[config.mk]
export PLATFORM = sky130hd
export DESIGN_NAME = xadc_sampler
export DESIGN_NICKNAME = d
export VERILOG_FILES = /design/src/xadc_pkg.sv /design/src/sample_sequencer.sv /design/src/channel_reader.sv /design/src/packet_packer.sv /design/src/fifo_writer.sv /design/src/xadc_sampler.sv
export VERILOG_INCLUDE_DIRS = /design/src
export SDC_FILE = /design/constraint.sdc
export NUM_CORES = 1
export LEC_CHECK = 0
export CAP_MARGIN = 20
export CORE_ASPECT_RATIO = 0.75
export CORE_MARGIN = 2
export CORE_UTILIZATION = 35
export CTS_BUF_LIST = sky130_fd_sc_hd__clkbuf_8
export DETAILED_ROUTE_END_ITERATION = 12
export DONT_BUFFER_PORTS = 1
export PLACE_DENSITY_LB_ADDON = 0.15
export SLEW_MARGIN = 40
export SYNTH_ARGS = -nofsm -noshare
export SYNTH_HDL_FRONTEND = slang
export SYNTH_HIERARCHICAL = 1
export SYNTH_SLANG_ARGS = --single-unit
[constraint.sdc]
create_clock -name clk200 -period 4.85 [get_ports clk200]
set_input_delay 0.2425 -clock clk200 [delete_from_list [all_inputs] [get_ports clk200]]
set_output_delay 0.2425 -clock clk200 [all_outputs]
set_load 0.005 [all_outputs]
[src/xadc_cfg.svh]
`ifndef XADC_CFG_SVH
`define XADC_CFG_SVH

////////////////////////////////////////
// udp frame and word packing
////////////////////////////////////////

// words per udp frame before end_of_data
`define XADC_MAX_WORDS        150
// 12-bit results per 64-bit fifo word
`define XADC_SAMPLES_PER_WORD 5
// vmm index field in bits 63:60
`define XADC_HDR_W            4

// sweep over all vmms when vmm_id[3:0] >= 8
`define XADC_NUM_VMM          8
`define XADC_ALL_VMM_ID       8

`endif

[src/xadc_pkg.sv]
package xadc_pkg;

    typedef logic [11:0] sample_t;       // one converter result
    typedef logic [63:0] word_t;         // one data fifo word
    typedef logic [2:0]  vmm_idx_t;
    typedef logic [4:0]  adc_channel_t;
    typedef logic [10:0] sample_count_t; // samples per vmm set
    typedef logic [17:0] delay_t;        // gap between samples
    typedef logic [8:0]  word_count_t;   // words in current frame
    typedef logic [11:0] packet_len_t;

    typedef enum logic [2:0] {
        seq_idle,
        seq_request,
        seq_wait_sample,
        seq_gap,
        seq_wait_write,
        seq_wait_release
    } seq_state_t;

    typedef enum logic [1:0] {
        rd_idle,
        rd_convert,
        rd_wait_done
    } rd_state_t;

endpackage

[src/sample_sequencer.sv]
`timescale 1ns/1ns
`include "xadc_cfg.svh"

module sample_sequencer
    import xadc_pkg::*;
(
    input  logic          clk200,
    input  logic          rst,
    input  logic          data_in_rdy,
    input  logic [15:0]   vmm_id,
    input  sample_count_t sample_size,
    input  delay_t        delay_in,
    input  logic          udp_done,
    input  logic          sample_valid,
    input  logic          set_written,
    output logic          sample_req,
    output vmm_idx_t      req_vmm,
    output logic          req_last,
    output logic          xadc_busy
);

    localparam vmm_idx_t last_vmm = vmm_idx_t'(`XADC_NUM_VMM - 1);

    seq_state_t    state;
    vmm_idx_t      vmm_sel;      // vmm being sampled
    logic          sweep;        // all eight vmms in turn
    logic          start_sweep;
    sample_count_t smp_cnt;      // samples requested in this set
    delay_t        gap_cnt;

    assign start_sweep = (vmm_id[3:0] >= 4'(`XADC_ALL_VMM_ID));

    // request lasts exactly the one cycle spent in seq_request
    assign sample_req = (state == seq_request);
    assign req_vmm    = vmm_sel;
    assign req_last   = (smp_cnt + 1'b1 == sample_size);

    ////////////////////////////////////////
    // run control
    ////////////////////////////////////////

    always_ff @(posedge clk200)
    begin
        if (rst)
        begin
            state     <= seq_idle;
            vmm_sel   <= '0;
            sweep     <= 1'b0;
            smp_cnt   <= '0;
            gap_cnt   <= '0;
            xadc_busy <= 1'b0;
        end
        else
        begin
            case (state)
                seq_idle:
                begin
                    if (data_in_rdy)
                    begin
                        xadc_busy <= 1'b1;
                        sweep     <= start_sweep;
                        vmm_sel   <= start_sweep ? '0 : vmm_id[2:0];
                        smp_cnt   <= '0;
                        state     <= seq_request;
                    end
                end

                seq_request:
                begin
                    smp_cnt <= smp_cnt + 1'b1;
                    state   <= seq_wait_sample;
                end

                seq_wait_sample:
                begin
                    if (sample_valid)
                    begin
                        if (smp_cnt == sample_size)    // set complete
                            state <= seq_wait_write;
                        else
                        begin
                            gap_cnt <= '0;
                            state   <= seq_gap;
                        end
                    end
                end

                seq_gap:
                begin
                    if (gap_cnt == delay_in)
                        state <= seq_request;
                    else
                        gap_cnt <= gap_cnt + 1'b1;
                end

                seq_wait_write:
                begin
                    if (set_written)
                    begin
                        if (sweep && vmm_sel != last_vmm)
                        begin
                            vmm_sel <= vmm_sel + 1'b1;  // next vmm in sweep
                            smp_cnt <= '0;
                            state   <= seq_request;
                        end
                        else
                            state <= seq_wait_release;
                    end
                end

                seq_wait_release:
                begin
                    // old command gone and udp frame sent
                    if (!data_in_rdy && udp_done)
                    begin
                        xadc_busy <= 1'b0;
                        state     <= seq_idle;
                    end
                end

                default: state <= seq_idle;
            endcase
        end
    end

endmodule

[src/channel_reader.sv]
`timescale 1ns/1ns

module channel_reader
    import xadc_pkg::*;
(
    input  logic         clk200,
    input  logic         rst,
    input  logic         sample_req,
    input  vmm_idx_t     req_vmm,
    input  logic         req_last,
    input  logic         conv_done,
    input  sample_t      conv_result,
    output logic         conv_start,
    output adc_channel_t conv_channel,
    output logic         sample_valid,
    output sample_t      sample,
    output vmm_idx_t     sample_vmm,
    output logic         sample_last
);

    rd_state_t state;

    assign conv_start = (state == rd_convert);    // one cycle after the request

    always_ff @(posedge clk200)
    begin
        if (rst)
        begin
            state        <= rd_idle;
            sample_valid <= 1'b0;
        end
        else
        begin
            sample_valid <= 1'b0;
            case (state)
                rd_idle:
                    if (sample_req)
                        state <= rd_convert;
                rd_convert:
                    state <= rd_wait_done;
                rd_wait_done:
                begin
                    if (conv_done)
                    begin
                        sample_valid <= 1'b1;
                        state        <= rd_idle;
                    end
                end
                default: state <= rd_idle;
            endcase
        end
    end

    // channel and tags held from the request until the result leaves
    always_ff @(posedge clk200)
    begin
        if (state == rd_idle && sample_req)
        begin
            conv_channel <= adc_channel_t'(req_vmm);  // monitor channel n for vmm n
            sample_vmm   <= req_vmm;
            sample_last  <= req_last;
        end
        if (state == rd_wait_done && conv_done)
            sample <= conv_result;
    end

endmodule

[src/packet_packer.sv]
`timescale 1ns/1ns
`include "xadc_cfg.svh"

module packet_packer
    import xadc_pkg::*;
(
    input  logic     clk200,
    input  logic     rst,
    input  logic     sample_valid,
    input  sample_t  sample,
    input  vmm_idx_t sample_vmm,
    input  logic     sample_last,
    output logic     word_valid,
    output word_t    word,
    output logic     word_last
);

    localparam int slot_w    = $bits(sample_t);
    localparam int payload_w = `XADC_SAMPLES_PER_WORD * slot_w;
    localparam int hdr_w     = `XADC_HDR_W;
    localparam int last_slot = `XADC_SAMPLES_PER_WORD - 1;

    logic [2:0]           slot;          // next free slot
    logic [payload_w-1:0] payload;       // word under assembly
    logic [payload_w-1:0] payload_next;
    logic [hdr_w-1:0]     header;
    logic                 flush;

    ////////////////////////////////////////
    // slot placement
    ////////////////////////////////////////

    always_comb
    begin
        payload_next = payload;
        payload_next[slot*slot_w +: slot_w] = sample;
    end

    assign header = hdr_w'(sample_vmm);
    // full word, or last sample of the set with zeros above it
    assign flush  = (slot == 3'(last_slot)) || sample_last;

    always_ff @(posedge clk200)
    begin
        if (rst)
        begin
            slot       <= '0;
            payload    <= '0;
            word_valid <= 1'b0;
        end
        else
        begin
            word_valid <= 1'b0;
            if (sample_valid)
            begin
                if (flush)
                begin
                    word_valid <= 1'b1;
                    slot       <= '0;
                    payload    <= '0;
                end
                else
                begin
                    slot    <= slot + 1'b1;
                    payload <= payload_next;
                end
            end
        end
    end

    // outgoing word
    always_ff @(posedge clk200)
    begin
        if (sample_valid && flush)
        begin
            word      <= {header, payload_next};
            word_last <= sample_last;
        end
    end

endmodule

[src/fifo_writer.sv]
`timescale 1ns/1ns
`include "xadc_cfg.svh"

module fifo_writer
    import xadc_pkg::*;
(
    input  logic        clk200,
    input  logic        rst,
    input  logic        word_valid,
    input  word_t       word,
    input  logic        word_last,
    output logic        data_fifo_enable,
    output word_t       fifo_bus,
    output packet_len_t packet_len,
    output logic        end_of_data,
    output logic        set_written
);

    word_count_t frame_cnt;    // words already in this frame
    word_count_t word_no;      // 1-based index of incoming word
    logic        frame_end;
    logic [1:0]  eod_left;     // extra cycles of end_of_data

    assign word_no   = frame_cnt + 1'b1;
    assign frame_end = word_last || (word_no == word_count_t'(`XADC_MAX_WORDS));

    ////////////////////////////////////////
    // strobes and frame count
    ////////////////////////////////////////

    always_ff @(posedge clk200)
    begin
        if (rst)
        begin
            data_fifo_enable <= 1'b0;
            set_written      <= 1'b0;
            end_of_data      <= 1'b0;
            eod_left         <= '0;
            frame_cnt        <= '0;
        end
        else
        begin
            data_fifo_enable <= word_valid;
            set_written      <= word_valid && word_last;

            if (word_valid)
                frame_cnt <= frame_end ? '0 : word_no;   // restart after frame end

            // held 3 cycles so the 125 MHz side sees it
            if (word_valid && frame_end)
            begin
                end_of_data <= 1'b1;
                eod_left    <= 2'd2;
            end
            else if (eod_left != 2'd0)
                eod_left <= eod_left - 1'b1;
            else
                end_of_data <= 1'b0;
        end
    end

    always_ff @(posedge clk200)
    begin
        if (word_valid)
        begin
            fifo_bus   <= word;
            packet_len <= packet_len_t'(word_no);
        end
    end

endmodule

[src/xadc_sampler.sv]
`timescale 1ns/1ns

module xadc_sampler
    import xadc_pkg::*;
(
    input  logic          clk200,
    input  logic          rst,
    input  logic          data_in_rdy,
    input  logic [15:0]   vmm_id,
    input  sample_count_t sample_size,
    input  delay_t        delay_in,
    input  logic          udp_done,
    input  logic          conv_done,
    input  sample_t       conv_result,
    output logic          conv_start,
    output adc_channel_t  conv_channel,
    output logic          data_fifo_enable,
    output word_t         fifo_bus,
    output packet_len_t   packet_len,
    output logic          end_of_data,
    output logic          xadc_busy
);

    // sequencer to reader
    logic     sample_req;
    vmm_idx_t req_vmm;
    logic     req_last;

    // reader to packer and sequencer
    logic     sample_valid;
    sample_t  sample;
    vmm_idx_t sample_vmm;
    logic     sample_last;

    // packer to writer
    logic     word_valid;
    word_t    word;
    logic     word_last;

    logic     set_written;    // last word of a vmm set is in the fifo

    sample_sequencer u_sequencer (
        .clk200(clk200), .rst(rst),
        .data_in_rdy(data_in_rdy), .vmm_id(vmm_id),
        .sample_size(sample_size), .delay_in(delay_in), .udp_done(udp_done),
        .sample_valid(sample_valid), .set_written(set_written),
        .sample_req(sample_req), .req_vmm(req_vmm), .req_last(req_last),
        .xadc_busy(xadc_busy)
    );

    channel_reader u_reader (
        .clk200(clk200), .rst(rst),
        .sample_req(sample_req), .req_vmm(req_vmm), .req_last(req_last),
        .conv_done(conv_done), .conv_result(conv_result),
        .conv_start(conv_start), .conv_channel(conv_channel),
        .sample_valid(sample_valid), .sample(sample),
        .sample_vmm(sample_vmm), .sample_last(sample_last)
    );

    packet_packer u_packer (
        .clk200(clk200), .rst(rst),
        .sample_valid(sample_valid), .sample(sample),
        .sample_vmm(sample_vmm), .sample_last(sample_last),
        .word_valid(word_valid), .word(word), .word_last(word_last)
    );

    fifo_writer u_writer (
        .clk200(clk200), .rst(rst),
        .word_valid(word_valid), .word(word), .word_last(word_last),
        .data_fifo_enable(data_fifo_enable), .fifo_bus(fifo_bus),
        .packet_len(packet_len), .end_of_data(end_of_data),
        .set_written(set_written)
    );

endmodule

After elaboration in Yosys (flattened, before gate mapping) --
Index checks and enable logic that the tools add are counted.
Word-level totals: input bits 62, bits in registers 270
Cells by class: $add $sub $neg 7, multiplexer cells 37, bitwise operators 2, reductions and logical operators 28, shift operators 2, multiply operators 1, equality and inequality tests 24, $lt $le $gt $ge 1
Operator list (number):
- $bwmux W60 | 1
- $mux W60 | 1
- $shift A12 B34 Y60 const A | 1
- $shiftx A12 B34 Y60 | 1
- $mux W18 | 3
- $mux W3 | 12
- $pmux W18 S2 | 1
- $neg A7 Y34 | 1
- $mux W11 | 3
- $pmux W11 S3 | 1
- $eq A11 B11 Y1 | 2
- $add A18 B1 Y18 const B | 1
- $eq A18 B18 Y1 | 1
- $pmux W3 S6 | 1
- $ne A2 B1 Y1 const B | 7
- $reduce_and A4 Y1 | 3
- $add A11 B1 Y11 const B | 1
- $reduce_bool A2 Y1 | 5
- $add A9 B1 Y9 const B | 1
- $eq A3 B3 Y1 const B | 3
- $eq A9 B8 Y1 const B | 1
- $mux W9 | 1
- $mux W2 | 4
- $ne A2 B2 Y1 const B | 4
- other kinds (24) | 42

Depth between registers and ports, before layout --
Gate-level depths: netlist of the first run.
word-level depth 5, depth in mapped cells 13, mapped depth without buffers 10

By module --
The synthesis of the first run kept the hierarchy.
Modules (own cells, without submodules):
- packet_packer | cells an instance 576, area each 6471.2 µm², sequential area each 3203.1 µm², times used 1
- fifo_writer | cells an instance 171, area each 3027.9 µm², sequential area each 2472.4 µm², times used 1
- sample_sequencer | cells an instance 344, area each 2631.3 µm², sequential area each 740.7 µm², times used 1
- channel_reader | cells an instance 32, area each 639.4 µm², sequential area each 540.5 µm², times used 1

Worst setup path after synthesis of the first run --
No wires, ideal clock.
kind register to register, start register u_packer.slot[0], end register u_packer.word[20] (data pin), setup slack 1.387 ns, path buffers 3, arrival time 3.203 ns, cell stages (with the launch flop) 12, clock period less this slack 3.463 ns, setup time 0.260 ns, cell sequence dfxtp_1 -> ha_1 -> fa_1 -> xor2_2 -> buf_4 -> nor3_1 -> ha_1 -> clkbuf_1 -> clkbuf_1 -> nand2_1 -> nor2_2 -> mux2_2
Between the ends: word-level cells in the longest chain between the ends 4, elaborated cells on any way between the ends 5
Ends and longest elaborated chain:
- start: declaration | RTL line packet_packer.sv:23 | logic [2:0] slot;
- start signal: assignment | RTL line packet_packer.sv:64 | slot <= slot + 1'b1;
- $mul A3 B2 Y5 (*) | RTL line packet_packer.sv:36 | payload_next[slot*slot_w +: slot_w] = sample;
- $neg A7 Y34 (*) | RTL line packet_packer.sv:36
- $shiftx A12 B34 Y60 or $shift A12 B34 Y60 (tied branches) | RTL line packet_packer.sv:36
- $bwmux W60 (*) | RTL line packet_packer.sv:36
- named net u_packer.payload_next[20] | RTL line packet_packer.sv:25 | logic [payload_w-1:0] payload_next;
- end signal: assignment | RTL line packet_packer.sv:76 | word <= {header, payload_next};
- end: declaration | RTL line packet_packer.sv:14 | output word_t word,
Mark *: on every way through the listed nets, which the timed path passes. The rest lies on a longest branch. A chain may end at the register's enable or synchronous reset.

Final worst setup path of the first run --
start register u_packer.slot[0], end register u_packer.word[33] (data pin)
Same word-level chain as after synthesis.

==> results of run 1 <==
-- path summary, 6_finish.rpt --
kind / to / startpoint
worst min register to register: u_writer/fifo_bus[60] / u_packer/word[60]
worst max register to register: u_packer/word[33] / u_packer/slot[0]
worst max-delay path: u_packer/word[33] / u_packer/slot[0]
worst min-delay path: u_sequencer/xadc_busy / data_in_rdy
-- flip-flops by register name (all words and copies together), names as in the netlist, 9 cells and up --
| name | flops |
|---|---|
| u_packer/payload | 60 |
| u_writer/frame_cnt | 9 |
| u_packer/word | 63 |
| u_writer/packet_len | 9 |
| u_reader/sample | 12 |
| u_writer/fifo_bus | 64 |
| u_sequencer/smp_cnt | 11 |
| u_sequencer/gap_cnt | 18 |
-- layout make-up --
cell class	instances	area (µm²)
Fill cell	3424	21580
Sequential cell	271	6960
Multi-Input combinational cell	761	5366
Clock buffer	51	701.9
Tap cell	465	581.8
Timing Repair Buffer	33	317.8
Clock inverter	36	265.3
Inverter	28	105.1
Antenna cell	3	7.507
-- cell families after synthesis --
group                    count (synthesis)
other                                    3
AO/OA/AOI/OAI                          266
AND/OR/NAND/NOR                        353
flip-flops                             271
XOR/XNOR                                60
buffers and inverters                   94
adder cells (fa/ha/maj)                 13
multiplexers                            63
-- routing by layer --
metal  part of all wire, %  track usage [%]
met2                    39            22.13
met3                   7.3            5.090
met1                    51            25.61
met5                     0                0
met4                   2.1            5.096
-- stage by stage --
step                      setup slack, ns  utilization (%)  std cells
final                               1.293            39.87       1648
after global routing                1.126            39.86       1647
after CTS                           1.287            39.83       1645
after detailed placement            1.300            36.50       1537
after global placement              1.339            36.50       1537
after floorplan                     1.387                -       1126
-- cells in the mapped netlist (18+ instances only) --
| library cell | instances | area share (%) |
|---|---|---|
| a31oi_1 | 18 | 0.88 |
| xor2_1 | 21 | 1.4 |
| inv_1 | 27 | 0.79 |
| xnor2_1 | 35 | 2.4 |
| nand2_1 | 92 | 2.7 |
| buf_4 | 19 | 1.1 |
| nand3_1 | 26 | 1.0 |
| nor2b_1 | 26 | 1.3 |
| mux2_2 | 48 | 4.2 |
| o21ai_0 | 40 | 1.6 |
| nor2_1 | 74 | 2.2 |
| nor3_1 | 19 | 0.74 |
| a21oi_1 | 60 | 2.4 |
| clkbuf_1 | 20 | 0.59 |
| buf_2 | 20 | 0.78 |
| a22o_1 | 30 | 2.1 |
| dfxtp_1 | 118 | 18 |
| edfxtp_1 | 153 | 36 |
| a32o_1 | 22 | 1.7 |
| nand2b_1 | 19 | 0.93 |
-- repair_timing --
| action | CTS | global route |
|---|---|---|
| hold buffers | 21 | 0 |
| endpoints found under the setup margin | 0 | 0 |
| endpoints found under the hold margin | 74 | 0 |
-- power breakdown --
group | leakage (µW) | internal [µW] | total, µW | switching (µW)
clock network | 0.000545 | 1190 | 2140 | 951
logic | 0.00203 | 158 | 420 | 262
registers | 0.00230 | 2480 | 2560 | 79.6
total | 0.00487 | 3820 | 5120 | 1290
-- worst max-delay path: cells and delay by family (launching register included) --
| kind | cells | cell delay, ns |
|---|---|---|
| muxes | 1 | 0.40 |
| DFF | 1 | 0.37 |
| xor gates and xnor gates | 1 | 0.22 |
| adders and majority gates | 3 | 1.16 |
| and+or+nand+nor | 2 | 0.28 |
| AOI/OAI and AO/OA | 2 | 0.65 |
| buffers and inverters | 1 | 0.24 |
==> impl_results.md, run 1 <==
- Hold depth: 4
- Routed wire length per instance: a little under 20 µm
- Area of the die: approximately 38000 µm²
- Async set or reset register ratio after synthesis: 0%
- Hold crit path type: input port to register
- Setup_tns: 0 ns
- Worst clock skew: ~0.016 ns
- 1st-pass router iterations: 5
- Final Cycle Share: 73.35%
- Placer Congestion: between 0.8 and 0.9
- CTS tree: yes
- Ys flop type: edfxtp_1
- Die width: 224.6 µm
- CTS Buf Count: 47
- Fin nets: 1217
- Proportion of layout cells with a drive suffix above 1: approximately 16%
- CP Max Fanout: 18
- Critical path's most frequent cell: ha_1
- Pwr Density: about 360 nW/µm²
- Number of port buffers: 0
- Synth Warn #: 6
- Iter 0 DRT Violations: between 700 and 800
- Core area: around 36000 µm²
- Crit-path slowest cell: fa_1
- Root Driver: clkbuf_8
- Fmax: about 0.28 GHz
- Worst-Skew Late Latency: between 0.5 and 0.6 ns
- Setup crit end kind: register
- Combinational family with the most area after synthesis: compound AO/OA/AOI/OAI gates
- Tot GR Track Use: between 10% and 20%
- Sequential fraction of the synthesis area: a little over half
- Post-synthesis cell type count: 103
- Crit path cell chain: ha_1 -> fa_1 -> xor2_2 -> nor3_1 -> ha_1 -> buf_4 -> nor3b_1 -> a31oi_1 -> a211oi_4 -> mux2_2
- # rows: 60
- Unrepaired setup endpoints after global routing: no
- Outcome: finished clean
- Mux contribution to synthesized area: under 10%
- Worst Max-Slew Pin Slew: about 0.75 ns
- DRT antenna net count: 0
- Post-route design area: 14310 µm²
- Synthesized area per cell: ~11 µm²
- Initial antenna violation count: 3
- Yosys reg bits: 271
- Number of global-route vias before repair: between 8000 and 9000
- Worst-case reg-to-reg path depth: 10
- Synth Area in Compound Gates: between 10% and 20%
- Largest net degree at the start of global routing: 64
- Final WL: about 32 mm
- Number of synthesized flops with an enable pin: approximately 150
- Synth Cell Area: about 13000 µm²
- Bufs on Longest Clock Path: 3
- Clock Sink Count: 271
- Worst VDD drop: between 0.15 and 0.2 mV
- Worst Setup Start Kind: register
- Max_slew headroom: 49.73%
- Hold Slack: 0.08305 ns
- Hold Vio Cnt, Final: 0
- Post-Syn Instances: 1123
- # setup viols final: 0
- R2R Setup Slk: around 1.3 ns
- Synth Area in XOR/XNOR: 4.527%
- Die Height: roughly 170 µm
- First-pass GRT wire length: 49.62 mm
- Max_cap viols: 0
- Design Power: between 5000 and 6000 µW
- Avg Vias per Cell: approximately 5.3
- DP Wirelength: 21.49 mm
- Area Overhead vs Synth: 12.03%
- Initial Util: between 30% and 40%
- Crit path time final: 3.557 ns
- Clock slew at reported path FFs: roughly 0.060 ns
- Post-Synth Adder-Cell Area: ~1.3%
- DR DRC count: 0
- Static leakage: 0.004874 µW
- Via count: 8674
- Most common cell after layout, fill and taps aside: edfxtp_1
- Post-CTS Setup Bufs: 0
- Post-cts resize count: 0
- Placed cell area: 13100 µm²
- Total congestion overflow: 0
- Most frequent cells in the layout: 153 x edfxtp_1, 117 x dfxtp_1, 92 x nand2_1
- IO Pins: 147
- Synth Area in Simple Gates: ~15%
- Final Max Tran Viols: 0
- Required time of the critical path: between 5 and 6 ns
- CP max stage delay: between 0.6 and 0.7 ns
- WP data arrival: approximately 3.9 ns
- CP Class: register to register
- CTS H-tree depth: 2
No activity file was read; power rests on OpenSTA's default activity.
==> run 2: changes to the inputs <==
==> constraint.sdc (replaced) <==
create_clock -name clk200 -period 3.6 [get_ports clk200]
set_input_delay 0.18 -clock clk200 [delete_from_list [all_inputs] [get_ports clk200]]
set_output_delay 0.18 -clock clk200 [all_outputs]
set_load 0.005 [all_outputs]
==> run 2 against run 1 <==
  * Highest routed layer is now met5
  * Via count grew 1.4%
  * Largest power group unchanged
  * Clock-buffer cell count shrank 3
  * Wire length is essentially flat
  * Clock power grew 24%
  * Die area is the same
==> impl_results.md, run 2 (same netlist as run 1, synthesis figures left out) <==
- Die Height: 169.4 µm
- CTS H-tree depth: 2
- Required time of the critical path: between 3 and 4 ns
- Tot GR Track Use: between 10% and 20%
- Max reg flops: 64
- Outcome: finished clean
- Inst Count DP: between 1500 and 2000
- Max_slew headroom: 50.11%
- Worst VDD drop: 0.2351 mV
- Net Switching: ~1700 µW
- Root Driver: clkbuf_8
- First-pass GRT wire length: 48.61 mm
- Post-cts resize count: 0
- Critical path's most frequent cell: ha_1
- Worst Max-Slew Pin Slew: roughly 0.74 ns
- Routed wire length per instance: 19.24 µm
- Clock slew at reported path FFs: roughly 0.060 ns
- Clock power share: between 30% and 40%
- CTS tree: yes
- Comb power frac: under 10%
- DP Wirelength: about 22 mm
- IO Pins: about 150
- Hold Slack: about 0.087 ns
- Iter 0 DRT Violations: 637
- Bufs on Longest Clock Path: 3
- CP bufs+invs: 1
- DRT antenna net count: 0
- Number of port buffers: 0
- Proportion of layout cells with a drive suffix above 1: 15.50%
- Dpl ws: roughly 0.38 ns
- Most common cell after layout, fill and taps aside: edfxtp_1
- Int Pwr: about 4900 µW
- Largest register by flop count: u_writer/fifo_bus
- WP data arrival: about 3.6 ns
- Unrepaired setup endpoints after global routing: no
- Number of global-route vias before repair: 8233
- Setup_tns: 0 ns
- Largest net degree at the start of global routing: between 60 and 70
- Fin nets: between 1000 and 1500
- CP max stage delay: 0.65 ns
- CP Class: register to register
- Setup crit end kind: register
- Crit path cell chain: ha_1 -> fa_1 -> nor3_1 -> ha_1 -> buf_4 -> nand2_1 -> nor2_1 -> o21a_1 -> mux2_2
- 1st-pass router iterations: 5
- Area Overhead vs Synth: 11.89%
- Avg Vias per Cell: 5.315
- Sequential power share: about half
- Final Cycle Share: between 90% and 100%
- Pwr Density: ~470 nW/µm²
- Worst clock skew: 0.01920 ns
- Initial antenna violation count: 5
- Max_cap viols: 0
- R2R Setup Slk: 0.35 ns
- Final WL: ~32 mm
- Clock Sink Count: about 270
- DR DRC count: 0
- Final Max Tran Viols: 0
- Hold crit path type: input port to register
- Worst Setup Start Kind: register
- Fin worst setup slack: between 0.3 and 0.4 ns
- Design Power: around 6700 µW
- Static leakage: 0.004890 µW
- Family with the most delay on the worst path: adder cells
- # rows: 60
- Core area: around 36000 µm²
- Total congestion overflow: 0
- Most frequent cells in the layout: 153 x edfxtp_1, 117 x dfxtp_1, 92 x nand2_1
- Cell Count, Final, Fillers Out: 1655
- Placer Congestion: roughly 0.85
- Largest registers: u_writer/fifo_bus (64), u_packer/word (63), u_packer/payload (60)
- # setup viols final: 0
- CTS Buf Count: 46
- Area of the die: roughly 38000 µm²
- Sw Ratio: between 20 and 30%
- Worst-Skew Late Latency: between 0.5 and 0.6 ns
- CP Max Fanout: 14
- Die width: about 220 µm
- Hold Vio Cnt, Final: 0
- Initial Util: roughly 36%
- Crit-path slowest cell: fa_1
- Fmax: around 0.3 GHz
- Crit path time final: ~3.2 ns
- Via count: a little under 9000
==> run 2: what timing repair did <==
action,CTS,global route
setup buffers,0,0
endpoints found under the hold margin,80,0
hold buffers,24,0
==> run 2: per-layer routing <==
layer / vias to the layer above / GRT usage [%] / share of wire [%] / wire length (µm)
li1: 4209 / - / - / -
met1: 4256 / 25.65 / 52 / 16500
met2: 276 / 21.48 / 39 / 12290
met3: 54 / 4.346 / 7.3 / 2313
met4: 2 / 5.240 / 2.3 / 731
met5: - / 0 / 0.035 / 11
==> run 2: area by class of cell <==
class                           count  area (µm²)
Timing Repair Buffer               41       397.9
Antenna cell                        3       7.507
Tap cell                          465       581.8
Clock inverter                     38       216.5
Fill cell                        3493       21600
Multi-Input combinational cell    761        5359
Sequential cell                   271        6960
Clock buffer                       48       660.6
Inverter                           28       105.1
==> run 2: worst min-delay path: stages <==
cell	delay [ns]
nor3b_2	0.03
buf_4	0.21
nand2_1	0.11
o2bb2ai_1	0.07
==> run 2: through the flow <==
stage	area [µm²]	utilization, %
after detailed placement	13150	36.64
after global routing	14290	39.81
final	14290	39.82
after CTS	14280	39.80
after global placement	13150	36.64
after floorplan	12780	-
==> run 2: power by group through the flow <==
stage                     sequential [µW]  combinational [µW]  clock [µW]
after floorplan                      3440                 479           0
after global placement               3490                 560           0
after detailed placement             3490                 562           0
after CTS                            3420                 604        2770
after global routing                 3430                 674        2900
final                                3420                 606        2650
==> run 2: final timing paths <==
check | start | endpoint | cells after the start
max reg2reg | u_packer/slot[1] | u_packer/word[5] | 9
min reg2reg | u_packer/word[49] | u_writer/fifo_bus[49] | 0
min | rst | u_packer/payload[31] | 4
max | u_packer/slot[1] | u_packer/word[5] | 9
==> run 3: changes to the inputs <==
--- a/config.mk
+++ b/config.mk
@@ -10,9 +10,10 @@
 export CORE_ASPECT_RATIO = 0.75
 export CORE_MARGIN = 2
 export CORE_UTILIZATION = 35
-export CTS_BUF_LIST = sky130_fd_sc_hd__clkbuf_8
+export CTS_BUF_LIST = sky130_fd_sc_hd__clkbuf_16
 export DETAILED_ROUTE_END_ITERATION = 12
 export DONT_BUFFER_PORTS = 1
+export HOLD_SLACK_MARGIN = 0.15
 export PLACE_DENSITY_LB_ADDON = 0.15
 export SLEW_MARGIN = 40
 export SYNTH_ARGS = -nofsm -noshare
==> constraint.sdc (replaced) <==
create_clock -name clk200 -period 3.6 [get_ports clk200]
set_input_delay 0.18 -clock clk200 [delete_from_list [all_inputs] [get_ports clk200]]
set_output_delay 0.18 -clock clk200 [all_outputs]
set_load 0.1 [all_outputs]
==> run 3 against run 2 <==
  * Cell area up 7.7%
  * Worst hold slack better by 0.12 ns
  * Clock skew shrank 0.0043 ns
  * Final cell count rose by 0.85%
  * Worst setup slack worse by 0.051 ns
  * Clock-buffer cell count shrank 19
  * Via count grew 0.57%
  * Clock power is 12% higher
  * Largest cell class unchanged
  * Highest routed layer is now met4
==> impl_results.md, run 3 (same netlist as run 1, synthesis figures left out) <==
- Setup crit end kind: register
- Bufs on Longest Clock Path: 3
- Placer Congestion: approximately 0.86
- Die width: between 200 and 250 µm
- Largest net degree at the start of global routing: 67
- Dpl ws: 0.3873 ns
- Post-CTS Setup Bufs: 0
- Pwr Density: around 470 nW/µm²
- Worst VDD drop: 0.2809 mV
- CTS H-tree depth: 1
- Worst-Skew Late Latency: roughly 0.55 ns
- Most common cell after layout, fill and taps aside: edfxtp_1
- Tot GR Track Use: around 17%
- Max_cap viols: 0
- DP Wirelength: about 22 mm
- DR DRC count: 0
- Cell Count, Final, Fillers Out: ~1700
- # rows: 60
- Number of port buffers: 0
- Area Overhead vs Synth: 20.55%
- Design Power: ~7200 µW
- Clock Sink Count: around 270
- Final WL: 31.98 mm
- Proportion of layout cells with a drive suffix above 1: 17.14%
- Fin worst setup slack: slightly above 0.3 ns
- Worst Setup Start Kind: register
- Crit path time final: 3.297 ns
- Fin nets: between 1000 and 1500
- Clock slew at reported path FFs: approximately 0.07 ns
- Outcome: finished clean
- # setup viols final: 0
- Initial Util: 35.59%
- Hold Vio Cnt, Final: 0
- Total congestion overflow: 0
- CP Class: register to register
- Max_slew headroom: between 40% and 50%
- Inst Count DP: 1574
- Hold depth: 5
- Core area: about 36000 µm²
- DRT antenna net count: 0
- CTS Buf Count: 29
- Routed wire length per instance: around 19 µm
- Worst-case reg-to-reg path depth: 8
- Most frequent cells in the layout: 153 x edfxtp_1, 114 x dfxtp_1, 92 x nand2_1
- Static leakage: about 0.0053 µW
- Number of global-route vias before repair: between 8000 and 9000
- Unrepaired setup endpoints after global routing: no
- IO Pins: 147
- WP data arrival: 3.74 ns
- CTS tree: yes
- CP Max Fanout: 4
- Die Height: about 170 µm
- Largest registers: u_writer/fifo_bus (64), u_packer/word (63), u_packer/payload (60)
- Iter 0 DRT Violations: approximately 700
- First-pass GRT wire length: between 40 and 50 mm
- Via count: between 8000 and 9000
- 1st-pass router iterations: 5
- Avg Vias per Cell: 5.301
- Final Cycle Share: between 90 and 100%
- Required time of the critical path: roughly 4.1 ns
- Setup_tns: 0 ns
- Largest register by flop count: u_writer/fifo_bus
- Root Driver: clkbuf_16
- Worst Max-Slew Pin Slew: between 0.8 and 0.9 ns
- Initial antenna violation count: 2
- Worst clock skew: between 0.01 and 0.015 ns
- Fmax: slightly above 0.3 GHz
- Hold crit path type: input port to register
- Final Max Tran Viols: 0
- Area of the die: around 38000 µm²
- Max reg flops: 64
## run 3: final cells by class
type	instances	area [µm²]
tap	465	581.8
timing repair buffer	88	1424
fill	3364	20490
inverter	28	105.1
multi-input combinational	761	5373
clock buffer	29	725.7
sequential	271	6964
antenna	2	5.005
clock inverter	25	215.2
## run 3: power breakdown
| part | total, µW | switching (µW) | leakage (µW) | internal (µW) |
|---|---|---|---|---|
| logic | 798 | 517 | 0.00253 | 281 |
| clock network | 2960 | 1270 | 0.000479 | 1690 |
| registers | 3470 | 130 | 0.00230 | 3340 |
## run 3: path summary, 6_finish.rpt
| path | startpoint | to | slack [ns] |
|---|---|---|---|
| hold reg to reg | u_packer/word[29] | u_writer/fifo_bus[29] | 0.42 |
| setup reg to reg | u_sequencer/gap_cnt[3] | u_sequencer/gap_cnt[14] | 0.30 |
| setup / recovery | u_sequencer/gap_cnt[3] | u_sequencer/gap_cnt[14] | 0.30 |
| hold / removal | delay_in[0] | u_sequencer/gap_cnt[0] | 0.21 |
## run 3: through the flow
step / util (%) / instance area [µm²] / hold WS, ns
after global placement: 36.64 / 13150 / 0.2613
final: 42.90 / 15390 / 0.2071
after CTS: 42.66 / 15310 / 0.1765
after detailed placement: 38.98 / 13990 / 0.2634
after global routing: 42.89 / 15390 / 0.2263
after floorplan: - / 12780 / 0.2443
## run 3: repair_timing
item / in CTS / in global routing
gates resized for setup: 0 / 0
hold buffers: 36 / 0
hold endpoints to repair: 93 / 0
## run 3: critical path, stage by stage, from the launching register on
cell and delay (ns):
dfxtp_1 0.44, xnor2_1 0.14, nand4_1 0.08, dlygate4sd3_1 0.57
nor3_2 0.36, dlygate4sd3_1 0.67, a21oi_1 0.10, dlygate4sd3_1 0.58
o41ai_1 0.24
## run 3: routing by layer
layer,track usage [%],wire [µm],vias up
met5,0,0,-
met4,3.398,534,0
met3,3.601,1847,36
met2,22.72,12870,240
met1,26.32,16730,4296
li1,-,-,4275
